`config.mk`:
```
export PLATFORM = sky130hd
export DESIGN_NAME = stepper_motion_top
export DESIGN_NICKNAME = d
export VERILOG_FILES = /design/src/design/motion_pkg.sv /design/src/design/host_cmd_pkg.sv /design/src/design/host_command_decoder.sv /design/src/design/move_sequencer.sv /design/src/design/axis_dda.sv /design/src/design/stepper_motion_top.sv
export SDC_FILE = /design/constraint.sdc
export NUM_CORES = 2
export LEC_CHECK = 0
export BUFFER_PORTS_ARGS = -buffer_cell sky130_fd_sc_hd__buf_2
export CAP_MARGIN = 20
export CORE_UTILIZATION = 31
export DETAILED_ROUTE_END_ITERATION = 16
export SYNTH_ARGS = -nofsm -noshare
export SYNTH_HDL_FRONTEND = slang
export SYNTH_SLANG_ARGS = --single-unit
```
`constraint.sdc`:
```
create_clock -name CLK -period 20.1 [get_ports CLK]
set_clock_uncertainty 0.2 [all_clocks]
set_input_delay 4.02 -clock CLK [delete_from_list [all_inputs] [get_ports CLK]]
set_output_delay 4.02 -clock CLK [all_outputs]
set_load 0.02 [all_outputs]
```
`src/design/motion_pkg.sv`:
```
// Motion package with the DDA, move duration and tick divisor types
package motion_pkg;

  // DDA arithmetic
  // Increment, acceleration and accumulator all share this width
  localparam int dda_bits = 64;

  // Signed so that negative accelerations decelerate a move
  typedef logic signed [dda_bits-1:0] dda_word_t;

  // Move length
  localparam int move_duration_bits = 32;

  typedef logic [move_duration_bits-1:0] duration_t;  // Counted in DDA ticks

  // DDA tick divider
  typedef logic [7:0] divisor_t;  // System clocks per DDA tick

  // Value after reset, until the host writes a new divisor
  localparam divisor_t default_clock_divisor = 8'd32;

endpackage

```
`src/design/host_cmd_pkg.sv`:
```
// Host command package with the word layout and the command header codes
package host_cmd_pkg;

  // One host transfer
  localparam int word_bits = 64;

  typedef logic [word_bits-1:0] host_word_t;

  // Command header sits in the top byte of the first word
  localparam int header_msb = 63;

  typedef logic [7:0] header_t;

  // Multi-word move, 2 + 2 * num_motors words in total
  localparam header_t cmd_coordinated_step = 8'h01;

  // Single-word control commands
  localparam header_t cmd_motor_enable = 8'h0a;
  localparam header_t cmd_motor_brake  = 8'h0b;
  localparam header_t cmd_clk_divisor  = 8'h20;

  // Reply carries the build widths
  localparam header_t cmd_channel_info = 8'hfd;

endpackage

```
`src/design/host_command_decoder.sv`:
```
// Host command decoder that applies control commands and fills the move buffer
`timescale 1ns/1ns

module host_command_decoder
  import motion_pkg::*;
  import host_cmd_pkg::*;
#(
  parameter int num_motors = 2,
  parameter int buffer_size = 2,
  localparam int idx_bits = (buffer_size > 1) ? $clog2(buffer_size) : 1
) (
  input  logic                             CLK,
  input  logic                             resetn,
  input  host_word_t                       word_data_received,
  input  logic                             word_received,
  input  logic [idx_bits-1:0]              moveind,
  output host_word_t                       word_send_data,
  output logic [num_motors-1:0]            enable,
  output logic [num_motors-1:0]            brake,
  output divisor_t                         clock_divisor,
  output logic [buffer_size-1:0]           stepready,
  output logic [num_motors-1:0]            active_dir,
  output duration_t                        active_duration,
  output dda_word_t [num_motors-1:0]       active_increment,
  output dda_word_t [num_motors-1:0]       active_accel
);

  localparam int msg_words = 2 + 2 * num_motors;  // Words in one coordinated step
  localparam int count_bits = $clog2(msg_words);

  logic                  word_received_q;
  logic                  word_rise;
  logic                  in_move;  // A move message is being collected
  header_t               header;
  header_t               message_header;
  logic [count_bits-1:0] word_count;  // Index of the current word in the message
  logic [idx_bits-1:0]   writemoveind;

  // Move buffer, one entry per slot
  logic [num_motors-1:0]       dir_mem       [buffer_size];
  duration_t                   duration_mem  [buffer_size];
  dda_word_t [num_motors-1:0]  increment_mem [buffer_size];
  dda_word_t [num_motors-1:0]  accel_mem     [buffer_size];

  assign word_rise = word_received && !word_received_q;
  assign header    = word_data_received[header_msb -: 8];
  assign in_move   = (message_header == cmd_coordinated_step);

  // Header tracking and control registers
  always_ff @(posedge CLK) begin
    if (resetn) begin
      word_received_q <= 1'b0;
      word_send_data  <= '0;
      enable          <= '0;
      brake           <= '0;
      clock_divisor   <= default_clock_divisor;
      stepready       <= '0;
      writemoveind    <= '0;
      message_header  <= '0;
      word_count      <= '0;
      for (int s = 0; s < buffer_size; s++)
        dir_mem[s] <= '0;
    end else begin
      word_received_q <= word_received;
      if (word_rise) begin
        word_send_data <= '0;  // Reply is zero unless loaded below
        if (!in_move) begin
          message_header <= header;
          word_count     <= count_bits'(1);
          case (header)
            cmd_coordinated_step:
              dir_mem[writemoveind] <= word_data_received[num_motors-1:0];
            cmd_motor_enable:
              enable <= word_data_received[num_motors-1:0];
            cmd_motor_brake:
              brake <= word_data_received[num_motors-1:0];
            cmd_clk_divisor:
              clock_divisor <= word_data_received[7:0];
            cmd_channel_info: begin
              word_send_data[7:0]   <= 8'(num_motors);
              word_send_data[15:8]  <= 8'(move_duration_bits);
              word_send_data[23:16] <= 8'(dda_bits);
              word_send_data[31:24] <= 8'(buffer_size);
            end
            default: ;  // Unknown header, reply stays zero
          endcase
        end else begin
          word_count <= word_count + 1'b1;
          // Last acceleration word completes the move
          if (word_count == count_bits'(msg_words - 1)) begin
            stepready[writemoveind] <= ~stepready[writemoveind];  // Hand slot over
            writemoveind            <= writemoveind + 1'b1;
            message_header          <= '0;
          end
        end
      end
    end
  end

  // Move payload, written into the slot being filled
  always_ff @(posedge CLK) begin
    if (word_rise && in_move) begin
      if (word_count == count_bits'(1))
        duration_mem[writemoveind] <= word_data_received[move_duration_bits-1:0];
      for (int a = 0; a < num_motors; a++) begin
        if (word_count == count_bits'(2 + 2 * a))
          increment_mem[writemoveind][a] <= word_data_received;
        if (word_count == count_bits'(3 + 2 * a))
          accel_mem[writemoveind][a] <= word_data_received;
      end
    end
  end

  // Slot selected by the sequencer
  assign active_dir       = dir_mem[moveind];
  assign active_duration  = duration_mem[moveind];
  assign active_increment = increment_mem[moveind];
  assign active_accel     = accel_mem[moveind];

endmodule

```
`src/design/move_sequencer.sv`:
```
// Move sequencer that paces DDA ticks and executes buffered moves in order
`timescale 1ns/1ns

module move_sequencer
  import motion_pkg::*;
#(
  parameter int buffer_size = 2,
  localparam int idx_bits = (buffer_size > 1) ? $clog2(buffer_size) : 1
) (
  input  logic                   CLK,
  input  logic                   resetn,
  input  divisor_t               clock_divisor,
  input  logic [buffer_size-1:0] stepready,
  input  duration_t              active_duration,
  output logic [idx_bits-1:0]    moveind,
  output logic                   dda_tick,
  output logic                   loading_move,
  output logic                   executing_move,
  output logic                   move_done,
  output logic                   buffer_dtr
);

  divisor_t               tick_count;
  duration_t              ticks_left;  // DDA ticks still to run in this move
  logic [buffer_size-1:0] taken;
  logic [buffer_size-1:0] pending;
  logic                   last_tick;

  assign pending    = stepready ^ taken;
  assign buffer_dtr = ~&pending;  // Room for at least one more move

  // Free-running tick divider
  always_ff @(posedge CLK) begin
    if (resetn) begin
      tick_count <= '0;
      dda_tick   <= 1'b0;
    end else if (tick_count >= clock_divisor - 1'b1) begin
      tick_count <= '0;
      dda_tick   <= 1'b1;
    end else begin
      tick_count <= tick_count + 1'b1;
      dda_tick   <= 1'b0;
    end
  end

  // Zero-length moves finish without waiting for a tick
  assign last_tick = (ticks_left == '0) || (dda_tick && ticks_left == duration_t'(1));

  always_ff @(posedge CLK) begin
    if (resetn) begin
      moveind        <= '0;
      taken          <= '0;
      ticks_left     <= '0;
      loading_move   <= 1'b0;
      executing_move <= 1'b0;
      move_done      <= 1'b0;
    end else begin
      loading_move <= 1'b0;  // Both are single-cycle pulses
      move_done    <= 1'b0;
      if (loading_move) begin
        executing_move <= 1'b1;
        ticks_left     <= active_duration;
      end else if (executing_move) begin
        if (last_tick) begin
          executing_move <= 1'b0;
          move_done      <= 1'b1;
          taken[moveind] <= stepready[moveind];  // Slot free again
          moveind        <= moveind + 1'b1;
        end else if (dda_tick) begin
          ticks_left <= ticks_left - 1'b1;
        end
      end else if (pending[moveind]) begin
        loading_move <= 1'b1;
      end
    end
  end

endmodule

```
`src/design/axis_dda.sv`:
```
// Second-order DDA for one axis, giving the step level from the accumulator
`timescale 1ns/1ns

module axis_dda
  import motion_pkg::*;
(
  input  logic      CLK,
  input  logic      resetn,
  input  logic      dda_tick,
  input  logic      loading_move,
  input  logic      executing_move,
  input  dda_word_t increment,
  input  dda_word_t accel,
  output logic      step
);

  dda_word_t accumulator;
  dda_word_t rate;     // Running increment, grows by accel each tick
  dda_word_t accel_q;

  logic advance;

  assign advance = executing_move && dda_tick;

  // Position accumulator
  always_ff @(posedge CLK) begin
    if (resetn) begin
      accumulator <= '0;
    end else if (loading_move) begin
      accumulator <= '0;
    end else if (advance) begin
      accumulator <= accumulator + rate;  // Uses rate before this tick's update
    end
  end

  // Velocity and acceleration of the current move
  always_ff @(posedge CLK) begin
    if (loading_move) begin
      rate    <= increment;
      accel_q <= accel;
    end else if (advance) begin
      rate <= rate + accel_q;
    end
  end

  // Each rising edge of the top bit is one step
  assign step = accumulator[dda_bits-1];

endmodule

```
`src/design/stepper_motion_top.sv`:
```
// Stepper motion top level with host decoder, move sequencer and axis DDAs
`timescale 1ns/1ns

module stepper_motion_top
  import motion_pkg::*;
  import host_cmd_pkg::*;
#(
  parameter int num_motors = 2,
  parameter int buffer_size = 2,
  localparam int idx_bits = (buffer_size > 1) ? $clog2(buffer_size) : 1
) (
  input  logic                  CLK,
  input  logic                  resetn,
  input  host_word_t            word_data_received,
  input  logic                  word_received,
  output host_word_t            word_send_data,
  output logic                  buffer_dtr,
  output logic                  move_done,
  output logic [num_motors-1:0] step,
  output logic [num_motors-1:0] dir,
  output logic [num_motors-1:0] enable,
  output logic [num_motors-1:0] brake
);

  logic [idx_bits-1:0]        moveind;
  logic [buffer_size-1:0]     stepready;
  divisor_t                   clock_divisor;
  duration_t                  active_duration;
  dda_word_t [num_motors-1:0] active_increment;
  dda_word_t [num_motors-1:0] active_accel;
  logic                       dda_tick;
  logic                       loading_move;
  logic                       executing_move;

  host_command_decoder #(
    .num_motors (num_motors),
    .buffer_size(buffer_size)
  ) u_decoder (
    .CLK               (CLK),
    .resetn            (resetn),
    .word_data_received(word_data_received),
    .word_received     (word_received),
    .moveind           (moveind),
    .word_send_data    (word_send_data),
    .enable            (enable),
    .brake             (brake),
    .clock_divisor     (clock_divisor),
    .stepready         (stepready),
    .active_dir        (dir),  // Direction of the slot in execution
    .active_duration   (active_duration),
    .active_increment  (active_increment),
    .active_accel      (active_accel)
  );

  move_sequencer #(
    .buffer_size(buffer_size)
  ) u_sequencer (
    .CLK            (CLK),
    .resetn         (resetn),
    .clock_divisor  (clock_divisor),
    .stepready      (stepready),
    .active_duration(active_duration),
    .moveind        (moveind),
    .dda_tick       (dda_tick),
    .loading_move   (loading_move),
    .executing_move (executing_move),
    .move_done      (move_done),
    .buffer_dtr     (buffer_dtr)
  );

  // One step generator per motor, all paced by the same tick
  for (genvar g = 0; g < num_motors; g++) begin : g_axis
    axis_dda u_axis (
      .CLK           (CLK),
      .resetn        (resetn),
      .dda_tick      (dda_tick),
      .loading_move  (loading_move),
      .executing_move(executing_move),
      .increment     (active_increment[g]),
      .accel         (active_accel[g]),
      .step          (step[g])
    );
  end

endmodule

```
==> impl_metrics.json <==
{
  "ant_nets": 0,
  "powerDensity_nw_per_um2": 76.21,
  "final_layout_size_suffix_gt1_share_pct": 10.50,
  "syn_to_final_growth_pct": 12.30,
  "wl_um": 140400,
  "clock.fmax_mhz": 149.2,
  "min_period_over_period_pct": 33.34,
  "routed_via_density": 5.214,
  "start_kind": "input pin",
  "fin_tns_setup_ns": 0,
  "rsz0062_at_grt": "false",
  "firstDrtPassIters": 6,
  "nFillCells": 16510,
  "fin_util_pct": 35.20,
  "final_common_cell": "edfxtp_1",
  "cp_max_fo": 73,
  "synth-seq-cells": 1040,
  "grt_pass1_vias": 35030,
  "async_reset_ff_share_pct": 0,
  "cts.clk_slew.worst_paths_ns": 0.06,
  "syn_area_per_cell_um2": 11.27,
  "worstSetupPathType": "input pin to flip-flop",
  "dpl.hpwl_um": 97250,
  "ys_types": 82,
  "clockBufferDepth": 3,
  "cts_num_sinks": 1040,
  "numCtsBuffers": 111,
  "port_buffers": 80,
  "grt_pass1_wl_um": 212500,
  "cts_tree": "yes",
  "cp_common_cell": "buf_4",
  "use_met3_pct": 2.168,
  "ys.flop_type": "edfxtp_1",
  "yosysSeqAreaShare_pct": 55.50,
  "ff_latch_area_um2": 29200,
  "arrival_ns": 7.11,
  "grtUsageMet2_pct": 25.56,
  "cts_hold_buf": 0,
  "nets": 5024,
  "gp_congestion": 0.9255,
  "grt_max_degree": 97,
  "grt-ovfl-total": 0,
  "die_area_um2": 171300,
  "post_cts_buffers": 0,
  "ir_drop_v": 0.00007399,
  "setup_violations": 0,
  "use_met1_pct": 23.01,
  "status": "finished, final reports clean",
  "cp_slowest_cell": "or2_2",
  "drv_slew": 0,
  "drtIter0Drc": 3237,
  "final_cell_mix": "edfxtp_1 (836), a21oi_1 (478), nand2_1 (467)",
  "grt.busiest_layer": "met2",
  "slew-limit-headroom_pct": 25.35,
  "cp.required_ns": 20.51,
  "netlist_area_um2": 52590,
  "yosysWarnings": 0,
  "insertion_delay_ns": 0.78,
  "die_h_um": 413.9,
  "slowest_delay_ns": 0.75,
  "multi_input_area_um2": 22120,
  "drc": 0,
  "antenna_found_initial": 11,
  "syn_inst": 4666,
  "htreeDepth": 3,
  "min_period_ns": 6.702,
  "via_count": 36440,
  "die_x_um": 413.9,
  "synth_edf_count": 836,
  "p_leak_nw": 20.98,
  "coreArea_um2": 167800,
  "max_cap_viol_count": 0,
  "grtUsageTotal_pct": 16.13,
  "wl_per_cell_um": 20.09,
  "crit_path_end_kind": "flip-flop",
  "holdCritPathClass": "flip-flop to flip-flop",
  "ctsResizeCount": 0,
  "cts_root_buf": "clkbuf_16",
  "ios": 141,
  "tightest_slew_ns": 1.120,
  "num_rows": 150,
  "cp_cell_sequence": "buf_2 > buf_4 > or2_4 > buf_4 > or2_2 > nor2_1 > o31ai_1 > nand3_1",
  "start_util_pct": 31.35,
  "hold_violations": 0
}
-- metal layers --
| metal | vias up | routed length, um | part of all wire (%) |
|---|---|---|---|
| met5 | - | 0 | 0 |
| met4 | 0 | 2903 | 2.1 |
| met3 | 176 | 7422 | 5.3 |
| met2 | 1049 | 63490 | 45 |
| met1 | 17880 | 66580 | 47 |
| li1 | 17330 | - | - |
-- path summary, 6_finish.rpt --
kind	from	endpoint	slack (ns)	depth (start not counted)
max	resetn	g_axis[1].u_axis.accumulator[60]	13.40	8
min	g_axis[0].u_axis.accumulator[44]	g_axis[0].u_axis.accumulator[44]	0.25	2
max reg2reg	g_axis[1].u_axis.rate[8]	g_axis[1].u_axis.rate[61]	14.94	13
min reg2reg	g_axis[0].u_axis.accumulator[44]	g_axis[0].u_axis.accumulator[44]	0.25	2
-- area by class of cell --
type | instances | area share [%]
Tap cell | 2204 | 4.669
Clock inverter | 61 | 1.328
Inverter | 88 | 0.5614
Sequential cell | 1040 | 49.44
Timing Repair Buffer | 122 | 1.398
Multi-Input combinational cell | 3318 | 37.45
Clock buffer | 150 | 5.137
Antenna cell | 6 | 0.02542
-- critical path: cells and delay by family --
kind	cells	cell delay (ns)
simple gates	4	1.48
buf+inv	3	1.42
compound gates	1	0.10
-- sequential cells by signal (all words and copies together), names as in the netlist, 2 cells and up, named ones only --
register and flops:
g_axis.u_axis.accel_q 128, g_axis.u_axis.accumulator 128, g_axis.u_axis.rate 128, u_decoder.accel_mem 256
u_decoder.brake 2, u_decoder.clock_divisor 8, u_decoder.dir_mem 4, u_decoder.duration_mem 64
u_decoder.enable 2, u_decoder.increment_mem 256, u_decoder.message_header 8, u_decoder.stepready 2
u_decoder.word_count 3, u_sequencer.taken 2, u_sequencer.tick_count 8, u_sequencer.ticks_left 32
-- where the power goes --
group	total (W)	switching (W)	internal [W]
Combinational	0.0000612	0.0000527	0.00000856
Sequential	0.00232	0.00000158	0.00231
Clock	0.00212	0.000901	0.00122
Total	0.00450	0.000955	0.00355
-- logic make-up after synthesis --
| kind of cell | count (synthesis) | synth area share, % |
|---|---|---|
| other cells | 1 | 0.007130 |
| fa+ha+maj | 276 | 6.623 |
| buf+inv | 367 | 3.088 |
| flops | 1040 | 55.50 |
| compound gates | 1263 | 14.58 |
| xor+xnor | 244 | 4.063 |
| mux | 291 | 5.940 |
| simple gates | 1184 | 10.20 |
-- metrics by stage --
stage	hold slack (ns)	power [W]	area, um^2	worst slack [ns]	instances
6_report	0.2491	0.004501	59070	13.40	6989
4_1_cts	0.2512	0.004546	58910	13.43	6977
5_1_grt	0.2741	0.004632	59050	13.25	6984
3_5_place_dp	0.2432	0.002424	55090	12.64	6766
3_3_place_gp	0.2406	0.002423	55090	12.62	6766
2_1_floorplan	0.2291	0.002393	52820	12.10	4725
-- synth_stat cells (7+ instances only) --
library cell	n	area (um^2)
edfxtp_1	836	25100
a21oi_1	479	2397
nand2_1	469	1760
nor2_1	314	1179
o21ai_0	276	1381
ha_1	272	3403
dfxtp_1	204	4084
clkbuf_1	179	671.9
mux2_2	169	1903
xnor2_1	159	1393
a21o_1	139	1044
mux2i_1	122	1221
inv_1	88	330.3
xor2_1	85	744.5
nand4_1	80	500.5
nand3_1	68	340.3
buf_4	65	488.0
o21bai_1	53	397.9
nor3_1	52	260.3
a31oi_1	40	250.2
a211oi_1	39	292.8
and3_1	37	231.5
nor2b_1	36	225.2
nand2b_1	34	212.7
buf_1	33	123.9
o211ai_1	25	187.7
o21ai_1	25	125.1
o21a_1	24	180.2
nor4_1	23	143.9
or3_1	20	125.1
o31ai_1	19	142.6
a221oi_1	14	122.6
and2_1	14	87.58
a22oi_1	12	90.09
a21boi_0	11	82.58
a211o_1	10	87.58
o221ai_1	9	78.83
a31o_2	8	70.07
or2_2	8	50.05
a41oi_1	7	61.31
and4_1	7	61.31
o22ai_1	7	43.79
o31a_1	7	61.31
Note: power is estimated with default switching activity, not from simulation.
